==> src/verilog/clock_ctrl_settings.svh <==
`ifndef CLOCK_CTRL_SETTINGS_SVH
`define CLOCK_CTRL_SETTINGS_SVH

// Comparator phase table entries, one per 5-bit request
`define CMP_TABLE_SIZE 32
// Fine steps in one 25 ns period (1/56 of VCO period, VCO at 24 x 40 MHz)
`define CMP_STEPS_PER_CYCLE 1344
// Wait after psdone, covers the tracker compare pipeline
`define CMP_SETTLE_CYCLES 3

// CLK40 cycles per microsecond tick
`define US_TICK_DIV 40
// Data stream resync holdoff in microseconds
`define DSR_HOLDOFF_TICKS 100
// Sampling MMCM reset stretch length
`define SAMP_RST_PIPE_LEN 8

`endif

==> src/verilog/cmp_phase_pkg.sv <==
package cmp_phase_pkg;

	// ----------------------------------------
	// Comparator clock phase values
	// ----------------------------------------

	// Fine-step phase, 0 to 1344
	typedef logic [10:0] cmp_phase_t;

	// Coarse phase request, 32 steps per cycle
	typedef logic [4:0] cmp_phase_idx_t;

	// ----------------------------------------
	// Dynamic phase shift sequencing
	// ----------------------------------------
	typedef enum logic [2:0]
	{
		st_idle,
		st_step,
		st_wait_done,
		st_settle
	} phs_shift_state_t;

	// Observation bundle for the shift port
	typedef struct packed
	{
		logic             busy;
		logic             psen;
		logic             psdone;
		logic             mmcm_rst;
		phs_shift_state_t state;
	} cmp_phs_status_t;

endpackage

==> src/verilog/resync_pkg.sv <==
`include "clock_ctrl_settings.svh"

package resync_pkg;

	// Holdoff length in microsecond ticks
	typedef logic [7:0] holdoff_cnt_t;

	// CLK40 to 1 us divider, counts 0 to 39
	typedef logic [5:0] us_div_t;

	// Capture history for the sampling MMCM reset
	typedef logic [`SAMP_RST_PIPE_LEN-1:0] samp_rst_pipe_t;

	// ----------------------------------------
	// Sampling clock controls
	// ----------------------------------------
	typedef struct packed
	{
		logic cap_phase;
		logic samp_mmcm_rst;
		logic c20_phase_sel;
		logic samp_in_sel;
		logic dsr_resync;
	} samp_ctrl_t;

endpackage

==> src/verilog/cmp_phase_cfg.sv <==
`timescale 1ns/100ps

`include "clock_ctrl_settings.svh"

module cmp_phase_cfg
	import cmp_phase_pkg::*;
(
	input  logic           CLK40,
	input  cmp_phase_idx_t cmp_clk_phase,
	output cmp_phase_t     target
);

	// ----------------------------------------
	// Phase lookup table
	// ----------------------------------------

	// Spreads 32 requests over one full period of fine steps
	// Last entry lands exactly on a whole period
	cmp_phase_t phase_table [`CMP_TABLE_SIZE];

	// Rounded i * steps / 31 in integer arithmetic
	function automatic cmp_phase_t table_entry(input int idx);
		int num;
		int den;
		num = 2 * idx * `CMP_STEPS_PER_CYCLE + (`CMP_TABLE_SIZE - 1);
		den = 2 * (`CMP_TABLE_SIZE - 1);
		return cmp_phase_t'(num / den);
	endfunction

	generate
		for (genvar i = 0; i < `CMP_TABLE_SIZE; i++)
		begin : g_table
			// Fixed at elaboration
			localparam cmp_phase_t ENTRY = table_entry(i);

			assign phase_table[i] = ENTRY;
		end
	endgenerate

	// ----------------------------------------
	// Registered target
	// ----------------------------------------

	// One cycle from request to target
	always_ff @(posedge CLK40)
	begin
		target <= phase_table[cmp_clk_phase];
	end

endmodule

==> src/verilog/cmp_phase_tracker.sv <==
`timescale 1ns/100ps

module cmp_phase_tracker
	import cmp_phase_pkg::*;
(
	input  logic       CLK40,
	input  logic       mmcm_rst,
	input  cmp_phase_t target,
	input  logic       psen,
	output logic       psincdec,
	output logic       phs_change,
	output cmp_phase_t cur_phase
);

	// Target and current phase differ
	logic phs_mismatch;

	// ----------------------------------------
	// Presumed MMCM phase
	// ----------------------------------------

	// MMCM comes out of reset at zero phase offset
	// Each psen moves it one fine step
	always_ff @(posedge CLK40 or posedge mmcm_rst)
	begin
		if (mmcm_rst)
			cur_phase <= '0;
		else if (psen)
		begin
			if (psincdec)
				cur_phase <= cur_phase + cmp_phase_t'(1);
			else
				cur_phase <= cur_phase - cmp_phase_t'(1);
		end
	end

	// ----------------------------------------
	// Direction and change request
	// ----------------------------------------

	// Step up when target is ahead
	// Change flag lags mismatch by a cycle so a finished step settles first
	always_ff @(posedge CLK40 or posedge mmcm_rst)
	begin
		if (mmcm_rst)
		begin
			psincdec     <= 1'b0;
			phs_mismatch <= 1'b0;
			phs_change   <= 1'b0;
		end
		else
		begin
			psincdec     <= (target > cur_phase);
			phs_mismatch <= (target != cur_phase);
			phs_change   <= phs_mismatch;
		end
	end

endmodule

==> src/verilog/dyn_phase_shift_fsm.sv <==
`timescale 1ns/100ps

`include "clock_ctrl_settings.svh"

module dyn_phase_shift_fsm
	import cmp_phase_pkg::*;
(
	input  logic             CLK40,
	input  logic             mmcm_rst,
	input  logic             locked,
	input  logic             phs_change,
	input  logic             psdone,
	output logic             psen,
	output logic             busy,
	output phs_shift_state_t state
);

	localparam int SETTLE_W = $clog2(`CMP_SETTLE_CYCLES + 1);
	localparam logic [SETTLE_W-1:0] SETTLE_LAST = SETTLE_W'(`CMP_SETTLE_CYCLES - 1);

	phs_shift_state_t        next_state;
	logic [SETTLE_W-1:0]     settle_cnt;

	// ----------------------------------------
	// Next state
	// ----------------------------------------
	always_comb
	begin
		next_state = state;
		case (state)
			// Only step a locked MMCM
			st_idle:
				if (locked && phs_change)
					next_state = st_step;
			// Single psen cycle
			st_step:
				next_state = st_wait_done;
			// Step latency varies, wait for the answer
			st_wait_done:
				if (psdone)
					next_state = st_settle;
			// Let tracker flag catch up, avoids an extra step
			st_settle:
				if (settle_cnt == SETTLE_LAST)
					next_state = st_idle;
			default:
				next_state = st_idle;
		endcase
	end

	// ----------------------------------------
	// State and settle counter
	// ----------------------------------------
	always_ff @(posedge CLK40 or posedge mmcm_rst)
	begin
		if (mmcm_rst)
		begin
			state      <= st_idle;
			settle_cnt <= '0;
		end
		else
		begin
			state <= next_state;
			// Counts only while settling
			if (state == st_settle)
				settle_cnt <= settle_cnt + 1'b1;
			else
				settle_cnt <= '0;
		end
	end

	// Decoded outputs
	assign psen = (state == st_step);
	assign busy = (state != st_idle);

endmodule

==> src/verilog/resync_phase_ctrl.sv <==
`timescale 1ns/100ps

`include "clock_ctrl_settings.svh"

module resync_phase_ctrl
	import resync_pkg::*;
(
	input  logic       CLK40,
	input  logic       RST,
	input  logic       resync,
	input  logic [2:0] samp_clk_phase,
	input  logic       samp_clk_phs_chng,
	output logic       cap_phase,
	output logic       samp_mmcm_rst,
	output logic       c20_phase_sel,
	output logic       samp_in_sel
);

	logic           rst_d1;
	logic           rst_d2;
	logic           trl_edg_rst;
	logic           resync_d1;
	logic           lead_edg_resync;
	logic           lead_edg_resync_d1;
	logic           clk20_phase;
	samp_rst_pipe_t rst_mmcm_pipe;

	// ----------------------------------------
	// Edge detection
	// ----------------------------------------

	// Reset history held high during reset
	always_ff @(posedge CLK40 or posedge RST)
	begin
		if (RST)
		begin
			rst_d1 <= 1'b1;
			rst_d2 <= 1'b1;
		end
		else
		begin
			rst_d1 <= 1'b0;
			rst_d2 <= rst_d1;
		end
	end

	// Two cycles wide
	assign trl_edg_rst = ~RST & rst_d2;
	// One cycle wide
	assign lead_edg_resync = resync & ~resync_d1;

	// ----------------------------------------
	// Capture pulse and MMCM reset stretch
	// ----------------------------------------
	always_ff @(posedge CLK40 or posedge RST)
	begin
		if (RST)
		begin
			resync_d1          <= 1'b0;
			lead_edg_resync_d1 <= 1'b0;
			cap_phase          <= 1'b0;
			rst_mmcm_pipe      <= '0;
			clk20_phase        <= 1'b0;
			c20_phase_sel      <= 1'b0;
		end
		else
		begin
			resync_d1          <= resync;
			lead_edg_resync_d1 <= lead_edg_resync;
			// Resync edge gives a two cycle capture
			cap_phase <= lead_edg_resync | lead_edg_resync_d1 | trl_edg_rst | samp_clk_phs_chng;
			rst_mmcm_pipe <= {rst_mmcm_pipe[`SAMP_RST_PIPE_LEN-2:0], cap_phase};
			// Tracks the 20 MHz divider phase, aligned by resync
			clk20_phase <= lead_edg_resync ? 1'b0 : ~clk20_phase;
			// Half-phase frozen at each capture
			if (cap_phase)
				c20_phase_sel <= clk20_phase;
		end
	end

	// Held in reset while any recent capture
	assign samp_mmcm_rst = |rst_mmcm_pipe;

	// Sampling MMCM input clock select, 20 MHz or its inverse
	assign samp_in_sel = samp_clk_phase[2] ^ c20_phase_sel;

endmodule

==> src/verilog/dsr_holdoff.sv <==
`timescale 1ns/100ps

`include "clock_ctrl_settings.svh"

module dsr_holdoff
	import resync_pkg::*;
(
	input  logic CLK40,
	input  logic RST,
	input  logic cap_phase,
	output logic dsr_resync
);

	us_div_t      us_div;
	logic         us_tick;
	holdoff_cnt_t ho_cnt;
	logic         clr_ho;

	// Last divider count gives the 1 us tick
	assign us_tick = (us_div == us_div_t'(`US_TICK_DIV - 1));
	// 100 us elapsed
	assign clr_ho = dsr_resync && (ho_cnt == holdoff_cnt_t'(`DSR_HOLDOFF_TICKS));

	// ----------------------------------------
	// Holdoff flag
	// ----------------------------------------

	// Capture while running does not restart
	always_ff @(posedge CLK40 or posedge RST)
	begin
		if (RST)
			dsr_resync <= 1'b0;
		else if (clr_ho)
			dsr_resync <= 1'b0;
		else if (cap_phase)
			dsr_resync <= 1'b1;
	end

	// ----------------------------------------
	// Tick divider and timer
	// ----------------------------------------

	// Both cleared while idle
	always_ff @(posedge CLK40 or posedge RST)
	begin
		if (RST)
		begin
			us_div <= '0;
			ho_cnt <= '0;
		end
		else if (!dsr_resync)
		begin
			us_div <= '0;
			ho_cnt <= '0;
		end
		else if (us_tick)
		begin
			us_div <= '0;
			ho_cnt <= ho_cnt + 1'b1;
		end
		else
			us_div <= us_div + 1'b1;
	end

endmodule

==> src/verilog/clock_phase_ctrl.sv <==
`timescale 1ns/100ps

module clock_phase_ctrl
	import cmp_phase_pkg::*;
	import resync_pkg::*;
(
	input  logic            CLK40,
	input  logic            RST,
	// Comparator clock side
	input  logic            cmp_phs_jtag_rst,
	input  cmp_phase_idx_t  cmp_clk_phase,
	input  logic            cmp_psdone,
	input  logic            cmp_locked,
	output logic            cmp_psen,
	output logic            cmp_psincdec,
	output logic            cmp_mmcm_rst,
	output logic            cmp_phs_change,
	output cmp_phase_t      cmp_phase,
	output cmp_phs_status_t cmp_phs_status,
	// Sampling clock side
	input  logic            resync,
	input  logic [2:0]      samp_clk_phase,
	input  logic            samp_clk_phs_chng,
	output samp_ctrl_t      samp_ctrl
);

	logic             cmp_busy;
	phs_shift_state_t cmp_state;
	logic             cap_phase;
	logic             samp_mmcm_rst;
	logic             c20_phase_sel;
	logic             samp_in_sel;
	logic             dsr_resync;

	// MMCM and its phase tracking restart together
	assign cmp_mmcm_rst = RST | cmp_phs_jtag_rst;

	// ----------------------------------------
	// Comparator clock phase
	// ----------------------------------------
	cmp_phase_cfg u_cmp_phase_cfg (
		.CLK40         (CLK40),
		.cmp_clk_phase (cmp_clk_phase),
		.target        (cmp_phase)
	);

	cmp_phase_tracker u_cmp_phase_tracker (
		.CLK40      (CLK40),
		.mmcm_rst   (cmp_mmcm_rst),
		.target     (cmp_phase),
		.psen       (cmp_psen),
		.psincdec   (cmp_psincdec),
		.phs_change (cmp_phs_change),
		.cur_phase  ()
	);

	dyn_phase_shift_fsm u_dyn_phase_shift_fsm (
		.CLK40      (CLK40),
		.mmcm_rst   (cmp_mmcm_rst),
		.locked     (cmp_locked),
		.phs_change (cmp_phs_change),
		.psdone     (cmp_psdone),
		.psen       (cmp_psen),
		.busy       (cmp_busy),
		.state      (cmp_state)
	);

	assign cmp_phs_status = '{busy: cmp_busy, psen: cmp_psen, psdone: cmp_psdone,
		mmcm_rst: cmp_mmcm_rst, state: cmp_state};

	// ----------------------------------------
	// Sampling clock alignment
	// ----------------------------------------
	resync_phase_ctrl u_resync_phase_ctrl (
		.CLK40             (CLK40),
		.RST               (RST),
		.resync            (resync),
		.samp_clk_phase    (samp_clk_phase),
		.samp_clk_phs_chng (samp_clk_phs_chng),
		.cap_phase         (cap_phase),
		.samp_mmcm_rst     (samp_mmcm_rst),
		.c20_phase_sel     (c20_phase_sel),
		.samp_in_sel       (samp_in_sel)
	);

	dsr_holdoff u_dsr_holdoff (
		.CLK40      (CLK40),
		.RST        (RST),
		.cap_phase  (cap_phase),
		.dsr_resync (dsr_resync)
	);

	assign samp_ctrl = '{cap_phase: cap_phase, samp_mmcm_rst: samp_mmcm_rst,
		c20_phase_sel: c20_phase_sel, samp_in_sel: samp_in_sel, dsr_resync: dsr_resync};

endmodule

==> config.mk <==
export PLATFORM = sky130hd
export DESIGN_NAME = clock_phase_ctrl
export DESIGN_NICKNAME = d
export VERILOG_FILES = /design/src/verilog/cmp_phase_pkg.sv /design/src/verilog/resync_pkg.sv /design/src/verilog/cmp_phase_cfg.sv /design/src/verilog/cmp_phase_tracker.sv /design/src/verilog/dyn_phase_shift_fsm.sv /design/src/verilog/resync_phase_ctrl.sv /design/src/verilog/dsr_holdoff.sv /design/src/verilog/clock_phase_ctrl.sv
export VERILOG_INCLUDE_DIRS = /design/src /design/src/verilog
export SDC_FILE = /design/constraint.sdc
export NUM_CORES = 1
export LEC_CHECK = 0
export ABC_AREA = 1
export BUFFER_PORTS_ARGS = -buffer_cell sky130_fd_sc_hd__buf_2
export CAP_MARGIN = 10
export CORE_UTILIZATION = 54
export CTS_BUF_LIST = sky130_fd_sc_hd__clkbuf_4 sky130_fd_sc_hd__clkbuf_8 sky130_fd_sc_hd__clkbuf_16
export DETAILED_ROUTE_END_ITERATION = 16
export HOLD_SLACK_MARGIN = 0.1
export PLACE_DENSITY = 0.77
export REMOVE_ABC_BUFFERS = 1
export SLEW_MARGIN = 20
export SYNTH_ARGS = -nofsm -noshare
export SYNTH_HDL_FRONTEND = slang
export SYNTH_HIERARCHICAL = 1
export SYNTH_SLANG_ARGS = --single-unit
export TNS_END_PERCENT = 50
==> constraint.sdc <==
create_clock -name CLK40 -period 1.58 [get_ports CLK40]
set_input_delay 0.316 -clock CLK40 [delete_from_list [all_inputs] [get_ports CLK40]]
set_output_delay 0.316 -clock CLK40 [all_outputs]
set_load 0.02 [all_outputs]
### Word-level counts from Yosys, hierarchy flattened

Memories as Yosys holds them, arrays and structs flattened. A register that Yosys moved wholly into a read port is not among the register bits.
Cells that the tools add are included.
W data, S select, Z words.

* memories: 1
* output and inout bits: 27
* memory bits (writable): 0
* ROM bits: 352
* logic and storage cells: 66
* bits of input ports: 15
* flip-flop bits (word level): 49
* bits in latches: 0

* multiply operators: 0
* multiplexer cells: 13
* bitwise operators: 11
* div/mod/pow operators: 0
* eq/ne operators: 11
* order comparisons: 1
* reduce and logical (&&, ||, !) cells: 7
* add/subtract/negate cells: 5
* shift-type cells: 0

Memory list
* (name not given): words 32, bits a word 11, read ports 1, clocked after memory_dff 1, write ports 0, RTL line cmp_phase_cfg.sv:47 `target <= phase_table[cmp_clk_phase];`

Operator list (number)
* $mux W8: 2
* $mux W6: 2
* $pmux W3 S4: 1
* $add A11 B1 Y11 const B: 1
* $gt A11 B11 Y1: 1
* $mux W11: 1
* $ne A11 B11 Y1: 1
* $sub A11 B1 Y11 const B: 1
* $mux W3: 3
* $add A8 B1 Y8 const B: 1
* $eq A8 B7 Y1 const B: 1
* $reduce_or A8 Y1: 1
* $add A6 B1 Y6 const B: 1
* $eq A3 B2 Y1 const B: 2
* $eq A6 B6 Y1 const B: 1
* $not A5 Y6: 1
* $ne A2 B1 Y1 const B: 2
* $ne A2 B2 Y1 const B: 2
* $or A1 B1 Y1: 4
* $eq A3 B1 Y1 const B: 1
* $logic_not A3 Y1: 1
* $mux W1: 3
* $not A1 Y1: 3
* $reduce_and A3 Y1: 1
* 8 further kinds: 10

### Logic depth before layout (Yosys ltp)

* depth after elaboration: 5
* gate-level depth with buffers: 11
* mapped depth without buffers: 11

### Modules after synthesis

Netlist, hierarchy kept.

By module, submodules not included
* cmp_phase_tracker: instances 1, cells an instance 187, area each 1282.5 sq um, sequential area each 350.3 sq um
* cmp_phase_cfg: instances 1, cells an instance 149, area each 929.6 sq um, sequential area each 220.2 sq um
* dsr_holdoff: instances 1, cells an instance 100, area each 827.0 sq um, sequential area each 375.4 sq um
* resync_phase_ctrl: instances 1, cells an instance 43, area each 503.0 sq um, sequential area each 377.9 sq um
* dyn_phase_shift_fsm: instances 1, cells an instance 38, area each 305.3 sq um, sequential area each 100.1 sq um
* clock_phase_ctrl: instances 1, cells an instance 12, area each 78.8 sq um, sequential area each 0.0 sq um

### Worst setup path after synthesis

No wires, ideal clock.

* kind: reg2reg
* start point: reg u_cmp_phase_tracker.psincdec
* end point: reg u_cmp_phase_tracker.cur_phase[7]
* cell stages (with the launch flop): 9
* required time: 1.463 ns
* library setup time: 0.117 ns
* arrival time: 1.625 ns
* clock period less this slack: 1.742 ns
* slack: -0.162 ns
* path buffers: 0
* cells stage by stage: dfrtp_1 inv_1 ha_1 a21oi_1 nor2_1 nor2_1 nand3b_1 nand3_1 nand2_1

* word-level cells in the longest chain between the ends: 1

RTL lines
* from (decl): RTL line cmp_phase_tracker.sv:10 `output logic psincdec,`
* from (signal assigned): RTL line cmp_phase_tracker.sv:53 `psincdec <= (target > cur_phase);`
* $mux W11: RTL line cmp_phase_tracker.sv:30 `if (psincdec)`
* to (signal assigned): RTL line cmp_phase_tracker.sv:31 `cur_phase <= cur_phase + cmp_phase_t'(1);`
* to (signal assigned): RTL line cmp_phase_tracker.sv:33 `cur_phase <= cur_phase - cmp_phase_t'(1);`
* to (decl): RTL line cmp_phase_tracker.sv:12 `output cmp_phase_t cur_phase`

Every way passes these cells.
A chain may end at the register's enable or synchronous reset.

### Worst setup path after layout

* start point: reg u_cmp_phase_tracker.psincdec
* end point: reg u_cmp_phase_tracker.cur_phase[9]

The elaborated chain is that of the path after synthesis.

==> flow_metrics.env <==
export IMPL_status="finished, violations left"
export IMPL_violations="negative setup slack"
export IMPL_drive_gt1_share_pct=27.95
export IMPL_firstDrtPassIters=4
export IMPL_required_ps=1810
export IMPL_cp_cell_sequence="clkinvlp_4, ha_4, nand2_1, nor2_2, nand3_2, nand3_1, nand2_1, nand3_1, nand2_1"
export IMPL_synth_area_leaders="dfrtp_1 (29%), nand2_1 (16%), ha_1 (12%)"
export IMPL_antenna_found_initial=0
export IMPL_reg2reg_depth=9
export IMPL_drt_wirelength_per_cell_um=12.67
export IMPL_synth_top_area_share_pct=29.32
export IMPL_final_max_slew_viol_count=0
export IMPL_n_antenna_cell=0
export IMPL_io_pins=42
export IMPL_synth_area_mm2=0.003926
export IMPL_synth_top_area_cell="dfrtp_1"
export IMPL_fmax_mhz=562.3
export IMPL_final_setup_worst_slack_ps=-198.5
export IMPL_min_period_ps=1779
export IMPL_cap_viol_max_count=0
export IMPL_vdd_drop_max_mv=0.7381
export IMPL_hold_violations=0
export IMPL_yosys_top_cells_count="nand2_1 (166), inv_1 (79), dfrtp_1 (46)"
export IMPL_reg2reg_from="u_cmp_phase_tracker/psincdec"
export IMPL_seq_area_frac_synth_pct=36.27
export IMPL_grt_util_all_layers_pct=22.96
export IMPL_cts_tree="done"
export IMPL_finalNetCount=644
export IMPL_finalCritPeriodShare_pct=112.6
export IMPL_num_vias=3484
export IMPL_arrival_ps=2000
export IMPL_grt_pass1_wl_um=13640
export IMPL_finalSetupViolations=9
export IMPL_critPathMaxStageDelay_ps=430
export IMPL_slowest_stage="dfrtp_2"
export IMPL_synth_warnings=6
export IMPL_cts_buffers=9
export IMPL_die_w_um=87.27
export IMPL_portBuffers=38
export IMPL_cp_common_cell="nand2_1"
export IMPL_tns_ps=-1118
export IMPL_pwr_share_comb_pct=60.1
export IMPL_grt_max_degree=20
export IMPL_final_antenna_net_count=0
export IMPL_synth_cells=529
export IMPL_die_area_mm2=0.007616
export IMPL_start_util_pct=56.85
export IMPL_p_leak_uw=0.002595
export IMPL_end_kind="flop"
export IMPL_place_gp_congestion=0.9398
export IMPL_hpwlAfterDp_um=6007
export IMPL_via_per_inst=5.049
export IMPL_clockPowerShare_pct=15.0
export IMPL_rsz0062_at_grt="true"
export IMPL_clk_insertion_delay_late_ps=340
export IMPL_p_per_area_mw_per_mm2=1896
export IMPL_synth_most_common_cell="nand2_1"
export IMPL_synth_edff_count=0
export IMPL_drt_initial_drc_count=139
export IMPL_rr_endpoint="u_cmp_phase_tracker/cur_phase[9]"
export IMPL_die_y_um=87.27
export IMPL_core_mm2=0.006907
export IMPL_synth_seq_cells=59
export IMPL_crit_type="reg -> reg"
export IMPL_routed_wl_um=8740
export IMPL_skew_ps=12.32
export IMPL_total_power_uw=9103
export IMPL_worstHoldPathType="in -> async"
export IMPL_synth_main_ff_cell="dfrtp_1"
export IMPL_maxSlewHeadroom_pct=60.19
export IMPL_async_flop_share_pct=81.36
export IMPL_clock_sinks=59
export IMPL_tightest_slew_ps=596.4
export IMPL_clock_path_buffers=2
export IMPL_rows=30
export IMPL_rrSetupSlack_ps=-200
export IMPL_path_max_fanout=5
export IMPL_clk_pin_slew_ps=80
export IMPL_swShare_pct=44.78
export IMPL_cts_max_level=3
export IMPL_syn2layout_area_growth_pct=22.28
export IMPL_grt_remaining_overflow=0
export IMPL_intPower_uw=5026
export IMPL_switchingPower_uw=4077
export IMPL_syn_avg_cell_area_um2=7.422
export IMPL_grt_pass1_vias=3264
export IMPL_ctsRootBufferMaster="clkbuf_8"
export IMPL_synth_cell_types=35
export IMPL_drc=0
export IMPL_p_seq_share_pct=24.8
export IMPL_critPathLaunchType="flop"
[through the flow]
stage / cells / hold slack [ps] / instance area [um^2] / utilization [%] / setup WS (ps)
after floorplan: 510 / 217.5 / 3772 / - / -180.2
after detailed placement: 666 / 346.3 / 4248 / 61.50 / -203.0
final: 690 / 139.8 / 4801 / 69.51 / -198.5
after global routing: 690 / 162.5 / 4801 / 69.51 / -264.7
after global placement: 666 / 346.4 / 4248 / 61.50 / -187.4
after CTS: 687 / 181.7 / 4592 / 66.49 / -148.1
[worst max-delay path: cells and delay by family, from the launching register on]
kind	cells	cell delay [ps]
adder cells (fa/ha/maj)	1	350
buffers and inverters	1	220
flip-flops	1	430
AND/OR/NAND/NOR	7	660
[worst max path at each step]
stage                                   endpoint  depth (start not counted)  slack (ps)                          from
2_1_floorplan   u_cmp_phase_tracker/cur_phase[6]                          9        -180  u_cmp_phase_tracker/psincdec
3_3_place_gp    u_cmp_phase_tracker/cur_phase[7]                          8        -190  u_cmp_phase_tracker/psincdec
3_5_place_dp    u_cmp_phase_tracker/cur_phase[8]                          8        -200  u_cmp_phase_tracker/psincdec
4_1_cts         u_cmp_phase_tracker/cur_phase[6]                         10        -150  u_cmp_phase_tracker/psincdec
5_1_grt        u_cmp_phase_tracker/cur_phase[10]                         10        -260  u_cmp_phase_tracker/psincdec
6_report        u_cmp_phase_tracker/cur_phase[9]                          9        -200  u_cmp_phase_tracker/psincdec
[sequential cells by signal, indices dropped and copies added (netlist names)]
name                                    count
u_dyn_phase_shift_fsm/state                 2
u_dsr_holdoff/dsr_resync                    1
u_resync_phase_ctrl/resync_d1               1
u_cmp_phase_cfg/target                     11
u_resync_phase_ctrl/rst_d1                  1
u_dyn_phase_shift_fsm/settle_cnt            2
u_resync_phase_ctrl/c20_phase_sel           1
u_resync_phase_ctrl/cap_phase               1
u_resync_phase_ctrl/clk20_phase             1
u_cmp_phase_tracker/phs_change              1
u_resync_phase_ctrl/rst_d2                  1
u_cmp_phase_tracker/cur_phase              11
u_resync_phase_ctrl/lead_edg_resync_d1      1
u_cmp_phase_tracker/psincdec                1
u_cmp_phase_tracker/phs_mismatch            1
u_resync_phase_ctrl/rst_mmcm_pipe           8
u_dsr_holdoff/us_div                        6
u_dsr_holdoff/ho_cnt                        8
[logic make-up after synthesis]
| logic type | synth area share (%) |
|---|---|
| compound gates | 5.131 |
| simple gates | 32.22 |
| fa+ha+maj | 12.94 |
| flops | 36.26 |
| xor+xnor | 0.8922 |
| buf+inv | 12.36 |
| other cells | 0.1913 |
[power groups by stage]
| stage | clock, uW | combinational (uW) | sequential (uW) |
|---|---|---|---|
| 2_1_floorplan | 0 | 2760 | 2220 |
| 3_3_place_gp | 0 | 3920 | 2170 |
| 3_5_place_dp | 0 | 4080 | 2190 |
| 4_1_cts | 1410 | 4470 | 2210 |
| 5_1_grt | 1460 | 5980 | 2310 |
| 6_report | 1370 | 5470 | 2260 |
[layout make-up]
class                           count  area (um^2)
Fill cell                         552         2106
Multi-Input combinational cell    364         2261
Clock inverter                      7        78.83
Clock buffer                        9        123.9
Inverter                           87        340.3
Timing Repair Buffer               67        440.4
Tap cell                           96        120.1
Timing Repair inverter              1        7.507
Sequential cell                    59         1429
[metal layers]
layer	wire [um]	track usage [%]	share of wire, %	vias up
met5	0	0	0	-
met4	267	10.13	3.1	0
met3	309	4.929	3.5	30
met2	4348	38.99	50	89
met1	3815	28.01	44	1618
li1	-	-	-	1747
[timing repair]
| action | 4_1_cts | 5_1_grt |
|---|---|---|
| gates resized for setup | 21 | 42 |
| pin swaps | 10 | 16 |
| endpoints found under the hold margin | 33 | 0 |
| hold buffers | 3 | 0 |
| cloned | 1 | 0 |
| endpoints found under the setup margin | 11 | 13 |
| setup buffers | 1 | 3 |
[cells in the final DEF, fill, tap and decap left out, types with 12 or more instances in the layout]
| master | count |
|---|---|
| dfrtp_1 | 42 |
| ha_1 | 29 |
| nor2_1 | 36 |
| inv_1 | 75 |
| buf_4 | 27 |
| nand2_1 | 156 |
| nand2_2 | 16 |
| a21oi_1 | 12 |
| nand3_1 | 32 |
| buf_2 | 35 |
(Power assumes the default switching activity.)
